==> src/verilog/aes_pkg.sv <==
// ======================================================================
// AES shared definitions. Block types, round counts, the forward S-box
// and the GF(2^8) helpers used by the cipher rounds.
// ======================================================================
package aes_pkg;

  // A full 128-bit block.
  // Used for plaintext, the round state, ciphertext and round keys alike.
  typedef logic [127:0] block_t;

  // The same block seen as sixteen bytes in column-major order.
  // Byte 15 is the first byte of the block and sits at the top of column 0.
  typedef logic [15:0][7:0] state_t;

  // Key length selector.
  // Any value with bit 1 set is treated as a 256-bit key.
  typedef enum logic [1:0] {
    key_128 = 2'b00,
    key_192 = 2'b01,
    key_256 = 2'b10
  } key_size_t;

  // Index of a round or of a round key, 0 to 14.
  typedef logic [3:0] round_idx_t;

  // Number of round keys held for the longest key schedule.
  localparam round_idx_t NUM_ROUND_KEYS = 4'd15;

  // Round counts fixed by the standard for each key length.
  localparam round_idx_t ROUNDS_128 = 4'd10;
  localparam round_idx_t ROUNDS_192 = 4'd12;
  localparam round_idx_t ROUNDS_256 = 4'd14;

  // Forward Rijndael S-box.
  // Each literal holds one table row with its highest index first, so the
  // first literal covers entries 8'hff down to 8'hf0. Indexing the packed
  // array with the input byte returns the substituted byte directly.
  localparam logic [255:0][7:0] SBOX = {
    128'h16bb54b0_0f2d9941_6842e6bf_0d89a18c,
    128'hdf2855ce_e9871e9b_948ed969_1198f8e1,
    128'h9e1dc186_b9573561_0ef60348_66b53e70,
    128'h8a8bbd4b_1f74dde8_c6b4a61c_2e2578ba,
    128'h08ae7a65_eaf4566c_a94ed58d_6d37c8e7,
    128'h79e49591_62acd3c2_5c240649_0a3a32e0,
    128'hdb0b5ede_14b8ee46_88902a22_dc4f8160,
    128'h73195d64_3d7ea7c4_1744975f_ec130ccd,
    128'hd2f3ff10_21dab6bc_f5389d92_8f40a351,
    128'ha89f3c50_7f02f945_85334d43_fbaaefd0,
    128'hcf584c4a_39becb6a_5bb1fc20_ed00d153,
    128'h842fe329_b3d63b52_a05a6e1b_1a2c8309,
    128'h75b227eb_e2801207_9a059618_c323c704,
    128'h1531d871_f1e5a534_ccf73f36_2693fdb7,
    128'hc072a49c_afa2d4ad_f04759fa_7dc982ca,
    128'h76abd7fe_2b670130_c56f6bf2_7b777c63
  };

  // Multiply a byte by 2 in GF(2^8).
  // The shifted-out top bit folds back in through the polynomial 0x1b.
  function automatic logic [7:0] gf_x2(input logic [7:0] b);
    logic [7:0] reduce;
    reduce = b[7] ? 8'h1b : 8'h00;
    return {b[6:0], 1'b0} ^ reduce;
  endfunction

  // Multiply a byte by 3 in GF(2^8).
  // Three times b is two times b added to b, and addition is XOR.
  function automatic logic [7:0] gf_x3(input logic [7:0] b);
    return gf_x2(b) ^ b;
  endfunction

endpackage : aes_pkg

==> src/verilog/aes_round_ctrl.sv <==
// ======================================================================
// AES round control. Credit handshake, round counter and completion.
// ======================================================================
`timescale 1ns/10ps

module aes_round_ctrl
  import aes_pkg::*;
(
  input  logic       eph1,
  input  logic       rst_n,
  input  logic       in_valid,
  input  key_size_t  key_size,
  output logic       start,
  output logic       busy,
  output round_idx_t round_idx,
  output logic       last_round,
  output logic       out_valid,
  output logic       credit_return
);

  // Round number for the next edge once a block is running.
  round_idx_t round_cnt;
  // Round count captured from key_size when the block is accepted.
  round_idx_t num_rounds;
  // High in the single cycle between the final round and out_valid.
  logic       draining;

  // Translate the key length into the number of rounds.
  // The encoding 2'b11 falls into the default and runs as a 256-bit key.
  function automatic round_idx_t rounds_for(input key_size_t size);
    round_idx_t nr;
    case (size)
      key_128: nr = ROUNDS_128;
      key_192: nr = ROUNDS_192;
      default: nr = ROUNDS_256;
    endcase
    return nr;
  endfunction

  // A block is accepted in any cycle where it arrives and the core is idle.
  assign start = in_valid & ~busy;

  // Round 1 runs in the accept cycle itself, before the counter is loaded.
  assign round_idx = start ? 4'd1 : round_cnt;

  // Final round. MixColumns is skipped while this is high.
  assign last_round = busy & ~draining & (round_cnt == num_rounds);

  // The credit goes back with the result.
  assign credit_return = out_valid;

  always_ff @(posedge eph1 or negedge rst_n) begin
    if (!rst_n) begin
      busy       <= 1'b0;
      draining   <= 1'b0;
      round_cnt  <= '0;
      num_rounds <= ROUNDS_128;
      out_valid  <= 1'b0;
    end else begin
      // The result is presented in the cycle after the drain cycle.
      out_valid <= draining;
      if (start) begin
        busy       <= 1'b1;
        draining   <= 1'b0;
        round_cnt  <= 4'd2;
        num_rounds <= rounds_for(key_size);
      end else if (last_round) begin
        // Ciphertext is written on this edge; wait one more cycle.
        draining <= 1'b1;
      end else if (draining) begin
        busy     <= 1'b0;
        draining <= 1'b0;
      end else if (busy) begin
        round_cnt <= round_cnt + 4'd1;
      end
    end
  end

  // The host owns a single credit, so it never sends while a block runs.
  a_no_input_while_busy: assert property (
    @(posedge eph1) disable iff (!rst_n) in_valid |-> !busy
  );

  // One block in flight gives exactly one result cycle.
  a_out_valid_one_cycle: assert property (
    @(posedge eph1) disable iff (!rst_n) out_valid |=> !out_valid
  );

endmodule : aes_round_ctrl

==> config.mk <==
export PLATFORM = sky130hd
export DESIGN_NAME = aes_round_ctrl
export DESIGN_NICKNAME = d
export VERILOG_FILES = /design/src/verilog/aes_pkg.sv /design/src/verilog/aes_round_ctrl.sv
export SDC_FILE = /design/constraint.sdc
export NUM_CORES = 1
export LEC_CHECK = 0
export BUFFER_PORTS_ARGS = -buffer_cell sky130_fd_sc_hd__buf_2
export CAP_MARGIN = 20
export CORE_AREA = 5 5 42 44
export DETAILED_ROUTE_END_ITERATION = 10
export DIE_AREA = 0 0 47 49
export SETUP_SLACK_MARGIN = 0.02
export SLEW_MARGIN = 5
export SYNTH_ARGS = -nofsm -noshare
export SYNTH_HDL_FRONTEND = slang
export SYNTH_SLANG_ARGS = --single-unit
==> constraint.sdc <==
create_clock -name eph1 -period 1.8 [get_ports eph1]
set_input_delay 0.09 -clock eph1 [delete_from_list [all_inputs] [get_ports eph1]]
set_output_delay 0.09 -clock eph1 [all_outputs]
set_load 0.01 [all_outputs]
== Word-level counts from Yosys, hierarchy flattened ==
Index checks and enable logic that the tools add are counted.
W data, S select, Z words.
Storage, ports and cells
  output and inout bits: 9
  bits of input ports: 5
  flip-flop bits (word level): 11
  logic and storage cells: 31
Operators by class
  add/subtract/negate cells: 1
  muxes and demuxes: 11
  reductions and logical operators: 5
  bitwise gates (word level): 5
  eq/ne operators: 4
Operators with widths (count)
  $mux W4: 5
  $pmux W3 S2: 1
  $mux W1: 5
  $add A4 B1 Y4 const B: 1
  $eq A4 B4 Y1: 1
  $ne A2 B2 Y1 const B: 2
  $reduce_bool A2 Y1: 2
  $and A1 B1 Y1: 3
  $reduce_and A3 Y1: 1
  $eq A2 B1 Y1 const B: 1
  $logic_not A2 Y1: 1
  $not A1 Y1: 2
  $reduce_and A2 Y1: 1

== Logic depth before layout (Yosys ltp) ==
Gate-level depths: netlist of run 1.
  word-level depth: 5
  gate-level depth with buffers: 6
  mapped depth without buffers: 5

== Least setup slack after synthesis of run 1 ==
No wires, ideal clock.
  path kind: register -> register
  from: register round_cnt[0]
  to: register round_cnt[2]
  arrival: 1314 ps
  path slack: 390 ps
  setup time: 95 ps
  path buffers: 0
  cell stages (with the launch flop): 5
  cells stage by stage: dfrtp_1 -> nand2b_1 -> nor4_1 -> o21ai_1 -> o31ai_1
RTL lines
  start, declared: RTL line aes_round_ctrl.sv:22  | round_idx_t round_cnt;
  start signal, assigned: RTL line aes_round_ctrl.sv:74  | round_cnt <= round_cnt + 4'd1;
  $eq A4 B4 Y1: RTL line aes_round_ctrl.sv:47  | assign last_round = busy & ~draining & (round_cnt == num_rounds);
  $and A1 B1 Y1: RTL line aes_round_ctrl.sv:47
  via last_round: RTL line aes_round_ctrl.sv:16  | output logic last_round,
  $ne A2 B2 Y1 (no line)
  $reduce_and A3 Y1 (no line)
The timed path passes the listed nets, and every way through them passes these cells. The select of a mux whose other input is x is not followed.
A chain may end at the register's enable or synchronous reset.

== Worst setup path in the final report of run 1 ==
  from: register round_cnt[0]
  to: output port last_round
On the way
  word-level cells in the longest chain between the ends: 2
RTL lines (RTL line)
  $eq A4 B4 Y1: aes_round_ctrl.sv:47
  $and A1 B1 Y1: aes_round_ctrl.sv:47
  end, declared: aes_round_ctrl.sv:16
No other way between the ends.

==> flow_summary_export.csv, run 1 <==
group,metric,value,unit
placed_design,dp_hpwl,767,um
critical_path,cp_num_buf_inv,1,
die,pin_count,14,
detailed_routing,viasPerCell,4.93,
power_and_ir_drop,power.internal,0.000578,W
grt,overflow,0,
synth,synthAdderAreaFrac,0.0266,
final_layout,drive_gt1_frac,0.273,
power_and_ir_drop,clockPowerShare,0.164,
critical_path,reg2reg_slack,410,ps
die,start_util,0.336,
critical_path,worst_r2r_path_depth,4,
placed_design,port-buffer-count,13,
timing,slew_violations,0,
critical_path,cpMaxStageDelayCell,"dfrtp_1",
critical_path,cpLargestDelayFamily,"simple AND/OR/NAND/NOR gates",
critical_path,critPathCaptureType,"output port",
power_and_ir_drop,seq_power_share,0.388,
detailed_routing,totalWireLength,1040,um
synth,yosys.area_share.simple,0.242,
timing,timing.fmax,608,MHz
grt,grt_pass1_vias,369,
synth,synthXorXnorAreaFrac,0.0559,
die,placementRows,14,
critical_path,required,1710,ps
placed_design,dp.cells,76,
synth,synth.top_cell.area_share,0.426,
min_path,worstHoldEndpoint,"num_rounds[1]$_DFFE_PN1P_",
clock_tree,cts_tree,"built",
synth,ys_seq_elements,9,
detailed_routing,routedWlPerCell,12.7,um
detailed_routing,dr.pass1.iters,2,
final_layout,diodes,0,
synth,ys.warnings.count,0,
timing,hold_ws,31.0,ps
min_path,hold_depth,3,
die,core_area,1400,um2
timing,fin_crit_sh,0.914,
synth,synth_nets,55,
detailed_routing,highest_layer,"met4",
detailed_routing,drtAntennaViolNets,0,
timing,finalSetupTns,0,ps
die,die_h,49,um
detailed_routing,dr_wl_met3,105,um
die,die_area,2300,um2
die,die_w,47,um
power_and_ir_drop,sw_frac_of_total,0.412,
critical_path,crit_arrival,1550,ps
min_path,hold_path.class,"in2reg",
placed_design,gp_congestion,0.761,
synth,yosysUniqueCellTypes,26,
grt,grt_first_pass_wirelength,1660,um
power_and_ir_drop,power.leakage,0.283,nW
clock_tree,cts.repair.resized,0,
clock_tree,htreeDepth,1,
run,drv_cap,0,
critical_path,slowest_delay,430,ps
synth,synth_area_leaders,"dfrtp_1, dfstp_2, nand2b_1",
timing,setup_viol,0,
clock_tree,numCtsBuffers,3,
synth,synth_top_family_by_area,"simple AND/OR/NAND/NOR gates",
timing,rsz0062_at_grt,"no",
power_and_ir_drop,power_density,1670,nW/um2
timing,worst_slew_pin_slew,409,ps
clock_tree,clkTransAtPathRegs,60,ps
grt,grt_use_total,0.100,
synth,synthCells,49,
detailed_routing,wl_met1,479,um
synth,synth_mux_area_frac,0,
clock_tree,clockBufferDepth,2,
synth,syn_area,470,um2
power_and_ir_drop,vdd_drop_max,0.621,mV
final_layout,fin_cells,82,
critical_path,r2r_end,"round_cnt[1]$_DFFE_PN0P_",
grt,antenna_found_initial,0,
detailed_routing,drt_iter0_drc,4,
clock_tree,cts_num_sinks,9,
timing,fin_crit,1640,ps
critical_path,crit_path_max_fanout,6,
critical_path,start_kind,"flip-flop",
synth,synth-compound-area-share,0.152,
timing,hold_viol_final,0,
final_layout,nNetsFinal,73,
timing,relSlewSlack,0.725,
detailed_routing,via_count,404,
detailed_routing,drc,0,
timing,setup_slack,155,ps
final_layout,fillers,159,
critical_path,crit_type,"reg2out",
timing,fin_skew,2.22,ps
detailed_routing,wl_met2,445,um
clock_tree,insertion_delay,270,ps
grt,grt_max_degree,10,
critical_path,rr_startpoint,"round_cnt[0]$_DFFE_PN0P_",
final_layout,layout_commonest_cell,"buf_2",
placed_design,post-place-ws,433,ps
outcome,status,"complete, no violations",
critical_path,path_cells,"nand2b_1 > nor4_1 > buf_2",
clock_tree,root_buffer,"clkbuf_4",
final_layout,most-common-layout-cells,"buf_2, dfrtp_1, nand2b_1, nand2_1",
final_layout,syn2layout_area_growth,25.3,%
power_and_ir_drop,p_comb_frac,0.448,
synth,ys_seq_area_frac,0.481,
min_path,min-delay-start,"key_size[1]",
power_and_ir_drop,p_switching,0.000405,W
synth,yosysTopAreaCell,"dfrtp_1",
synth,syn_avg_cell_area,9.60,um2
registers in the layout, indices dropped and copies added, names as in the netlist:
name / cells
credit_return: 1
busy: 1
round_cnt: 4
num_rounds: 2
draining: 1
area by class of cell:
type                       instances  area (um2)  share of cell area
clock buffer                       4        26.3              0.0446
inverter                           2        7.51              0.0127
multi-input combinational         36         224               0.380
sequential                         9         226               0.384
tap                               16        20.0              0.0340
timing repair buffer              15        85.1               0.144
repair_timing:
item	CTS	global route
buffers inserted	0	0
endpoints found under the setup margin	0	0
hold endpoints to repair	10	0
hold buffers	2	0
cell usage after synthesis, drive strengths merged:
library cell	instances
nand2	4
o311ai	1
nand2b	4
o211ai	1
or2	1
nor4	2
o21ai	4
buf	2
inv	2
a31oi	1
nor2	3
a21oi	1
ha	1
o31ai	2
xnor2	1
dfrtp	8
nand3	2
and2	3
nand4b	1
xor2	2
dfstp	1
a22o	1
nor2b	1
stage by stage:
step | cell area [um2] | power [W] | util
final | 589 | 0.000983 | 0.421
after global routing | 589 | 0.00107 | 0.421
after CTS | 589 | 0.000995 | 0.421
after detailed placement | 543 | 0.000826 | 0.388
after global placement | 543 | 0.000815 | 0.388
after floorplan | 470 | 0.000690 | -
worst max-delay path by stage:
stage,start,endpoint,cells past startpoint
2_1_floorplan,round_cnt[0]$_DFFE_PN0P_,round_cnt[2]$_DFFE_PN0P_,4
3_3_place_gp,round_cnt[0]$_DFFE_PN0P_,round_cnt[1]$_DFFE_PN0P_,4
3_5_place_dp,round_cnt[0]$_DFFE_PN0P_,round_cnt[1]$_DFFE_PN0P_,4
4_1_cts,round_cnt[0]$_DFFE_PN0P_,last_round,3
5_1_grt,round_cnt[0]$_DFFE_PN0P_,last_round,3
6_report,round_cnt[0]$_DFFE_PN0P_,last_round,3
cells by family (layout without fill, tap and decap cells):
family / Yosys count / after routing
and+or+nand+nor: 21 / 21
AOI/OAI and AO/OA: 11 / 11
DFF: 9 / 9
buffers and inverters: 4 / 21
xor gates and xnor gates: 3 / 3
adders and majority gates: 1 / 1
metal layers:
metal / vias up / global-route usage
met1: 181 / 0.119
li1: 205 / -
met4: 0 / 0.0276
met2: 16 / 0.152
met3: 2 / 0.0554
met5: - / 0
power by group through the flow:
stage,Sequential [W],Clock [W],Combinational (W)
final,0.000382,0.000161,0.000440
after global routing,0.000400,0.000175,0.000493
after CTS,0.000382,0.000168,0.000445
after detailed placement,0.000386,0,0.000440
after global placement,0.000381,0,0.000434
after floorplan,0.000369,0,0.000321
tightest hold or removal path, stage by stage:
cell and delay [ps]:
buf_2 100, inv_1 40, a31oi_1 60
Power figures use the tool's default switching activity.
==> run 2, diff against run 1 <==
==> constraint.sdc (replaced) <==
create_clock -name eph1 -period 1.8 [get_ports eph1]
set_input_delay 0.09 -clock eph1 [delete_from_list [all_inputs] [get_ports eph1]]
set_output_delay 0.09 -clock eph1 [all_outputs]
set_load 0.05 [all_outputs]
==> flow_summary_export.csv, run 2 (synthesis gave the netlist of run 1 again) <==
group,metric,value,unit
detailed_routing,drt_iter0_drc,6,
power_and_ir_drop,p_switching,0.000648,W
die,start_util,0.336,
timing,fin_skew,7.54,ps
critical_path,crit_arrival,1590,ps
clock_tree,htreeDepth,1,
die,core_area,1400,um2
critical_path,start_kind,"flip-flop",
power_and_ir_drop,sw_frac_of_total,0.525,
timing,setup_viol,0,
critical_path,critPathCaptureType,"output port",
die,placementRows,14,
grt,overflow,0,
final_layout,postLayoutCoreUtil,0.433,
clock_tree,numCtsBuffers,3,
die,die_w,47,um
clock_tree,clkTransAtPathRegs,70,ps
critical_path,r2r_end,"round_cnt[2]$_DFFE_PN0P_",
detailed_routing,dr.pass1.iters,4,
final_layout,diodes,0,
critical_path,reg2reg_slack,370,ps
timing,worst_slew_pin_slew,395,ps
die,die_area,2300,um2
grt,grt_pass1_vias,379,
final_layout,fillers,148,
timing,setup_slack,117,ps
detailed_routing,drc,0,
final_layout,reg_top3,"round_cnt x4, num_rounds x2",
clock_tree,cts_num_sinks,9,
final_layout,multi_input_area,239,um2
final_layout,layout_commonest_cell,"buf_2",
final_layout,syn2layout_area_growth,29.0,%
final_layout,drive_gt1_frac,0.318,
placed_design,post-place-ws,416,ps
final_layout,largest_register,"round_cnt",
min_path,min-delay-start,"key_size[1]",
power_and_ir_drop,vdd_drop_max,1.16,mV
clock_tree,insertion_delay,270,ps
detailed_routing,totalWireLength,1000,um
final_layout,most-common-layout-cells,"buf_2, dfrtp_1, nand2b_1, nand2_1",
detailed_routing,routedWlPerCell,12.2,um
critical_path,worst_r2r_path_depth,4,
timing,fin_crit,1680,ps
min_path,hold_depth,3,
timing,hold_viol_final,0,
power_and_ir_drop,power.leakage,0.287,nW
placed_design,dp_hpwl,757,um
run,drv_cap,0,
placed_design,port-buffer-count,13,
timing,slew_violations,0,
critical_path,required,1710,ps
grt,grt_use_total,0.103,
clock_tree,cts_tree,"built",
clock_tree,root_buffer,"clkbuf_4",
min_path,hold_path.class,"in2reg",
critical_path,crit_path_max_fanout,6,
timing,hold_ws,30.0,ps
placed_design,gp_congestion,0.748,
final_layout,largest_reg_flops,4,
power_and_ir_drop,p_comb_frac,0.558,
power_and_ir_drop,clockPowerShare,0.132,
critical_path,rr_startpoint,"round_cnt[2]$_DFFE_PN0P_",
outcome,status,"complete, no violations",
grt,antenna_found_initial,0,
timing,rsz0062_at_grt,"no",
detailed_routing,drtAntennaViolNets,0,
power_and_ir_drop,power.internal,0.000586,W
min_path,worstHoldEndpoint,"num_rounds[1]$_DFFE_PN1P_",
die,die_h,49,um
grt,grt_max_degree,10,
critical_path,crit_type,"reg2out",
grt,grt_first_pass_wirelength,1660,um
timing,finalSetupTns,0,ps
timing,timing.fmax,594,MHz
detailed_routing,via_count,409,
timing,fin_crit_sh,0.935,
detailed_routing,viasPerCell,4.99,
clock_tree,clockBufferDepth,2,
final_layout,nNetsFinal,73,
final_layout,regArea,228,um2
power_and_ir_drop,power_density,2030,nW/um2
die,pin_count,14,
timing,relSlewSlack,0.736,
power_and_ir_drop,seq_power_share,0.310,
## run 2: cell types whose count changed in the layout (fill, tap and decap cells not counted), sizes merged
| cell | delta |
|---|---|
| clkbuf | -1 |
| clkinv | +1 |
## run 2: through the flow
step,power (W),instance area [um2],instances
finish,0.00123,607,82
global route,0.00132,607,82
CTS,0.00124,607,82
detailed placement,0.00107,559,76
global placement,0.00107,559,76
floorplan,0.000934,487,49
## run 2: worst max-delay path by stage
stage,startpoint,to,slack [ps],cells past startpoint
after floorplan,busy$_DFFE_PN0P_,round_cnt[2]$_DFFE_PN0P_,20,4
after global placement,draining$_DFF_PN0_,last_round,420,3
after detailed placement,round_cnt[2]$_DFFE_PN0P_,round_cnt[2]$_DFFE_PN0P_,420,4
after CTS,draining$_DFF_PN0_,last_round,130,3
after global routing,draining$_DFF_PN0_,last_round,60,3
final,draining$_DFF_PN0_,last_round,120,3
## run 2: final cells by class
class	count	share of cell area
clock inverter	1	0.00825
inverter	2	0.0124
sequential	9	0.375
clock buffer	3	0.0371
timing repair buffer	15	0.140
multi-input combinational	36	0.394
tap	16	0.0330
## run 2: power groups by stage
stage / Sequential [W] / Combinational [W] / Clock (W)
2_1_floorplan: 0.000404 / 0.000529 / 0
3_3_place_gp: 0.000384 / 0.000682 / 0
3_5_place_dp: 0.000386 / 0.000683 / 0
4_1_cts: 0.000382 / 0.000692 / 0.000166
5_1_grt: 0.000397 / 0.000742 / 0.000179
6_report: 0.000383 / 0.000688 / 0.000163
## run 2: timing repair
| item | CTS | global route |
|---|---|---|
| setup buffers | 0 | 0 |
| endpoints found under the setup margin | 0 | 0 |
| gates resized for setup | 0 | 0 |
| hold endpoints to repair | 10 | 0 |
| hold buffers | 2 | 0 |
## run 2: layer usage
metal / routed length (um) / track usage
met5: 0 / 0
met4: 13 / 0.0553
met3: 91 / 0.0554
met2: 421 / 0.122
met1: 475 / 0.145
## run 2: worst max-delay path: stages, from the launching register on
cell and delay, ps:
dfrtp_1 400, nand2b_1 270, nor4_4 340, buf_2 310
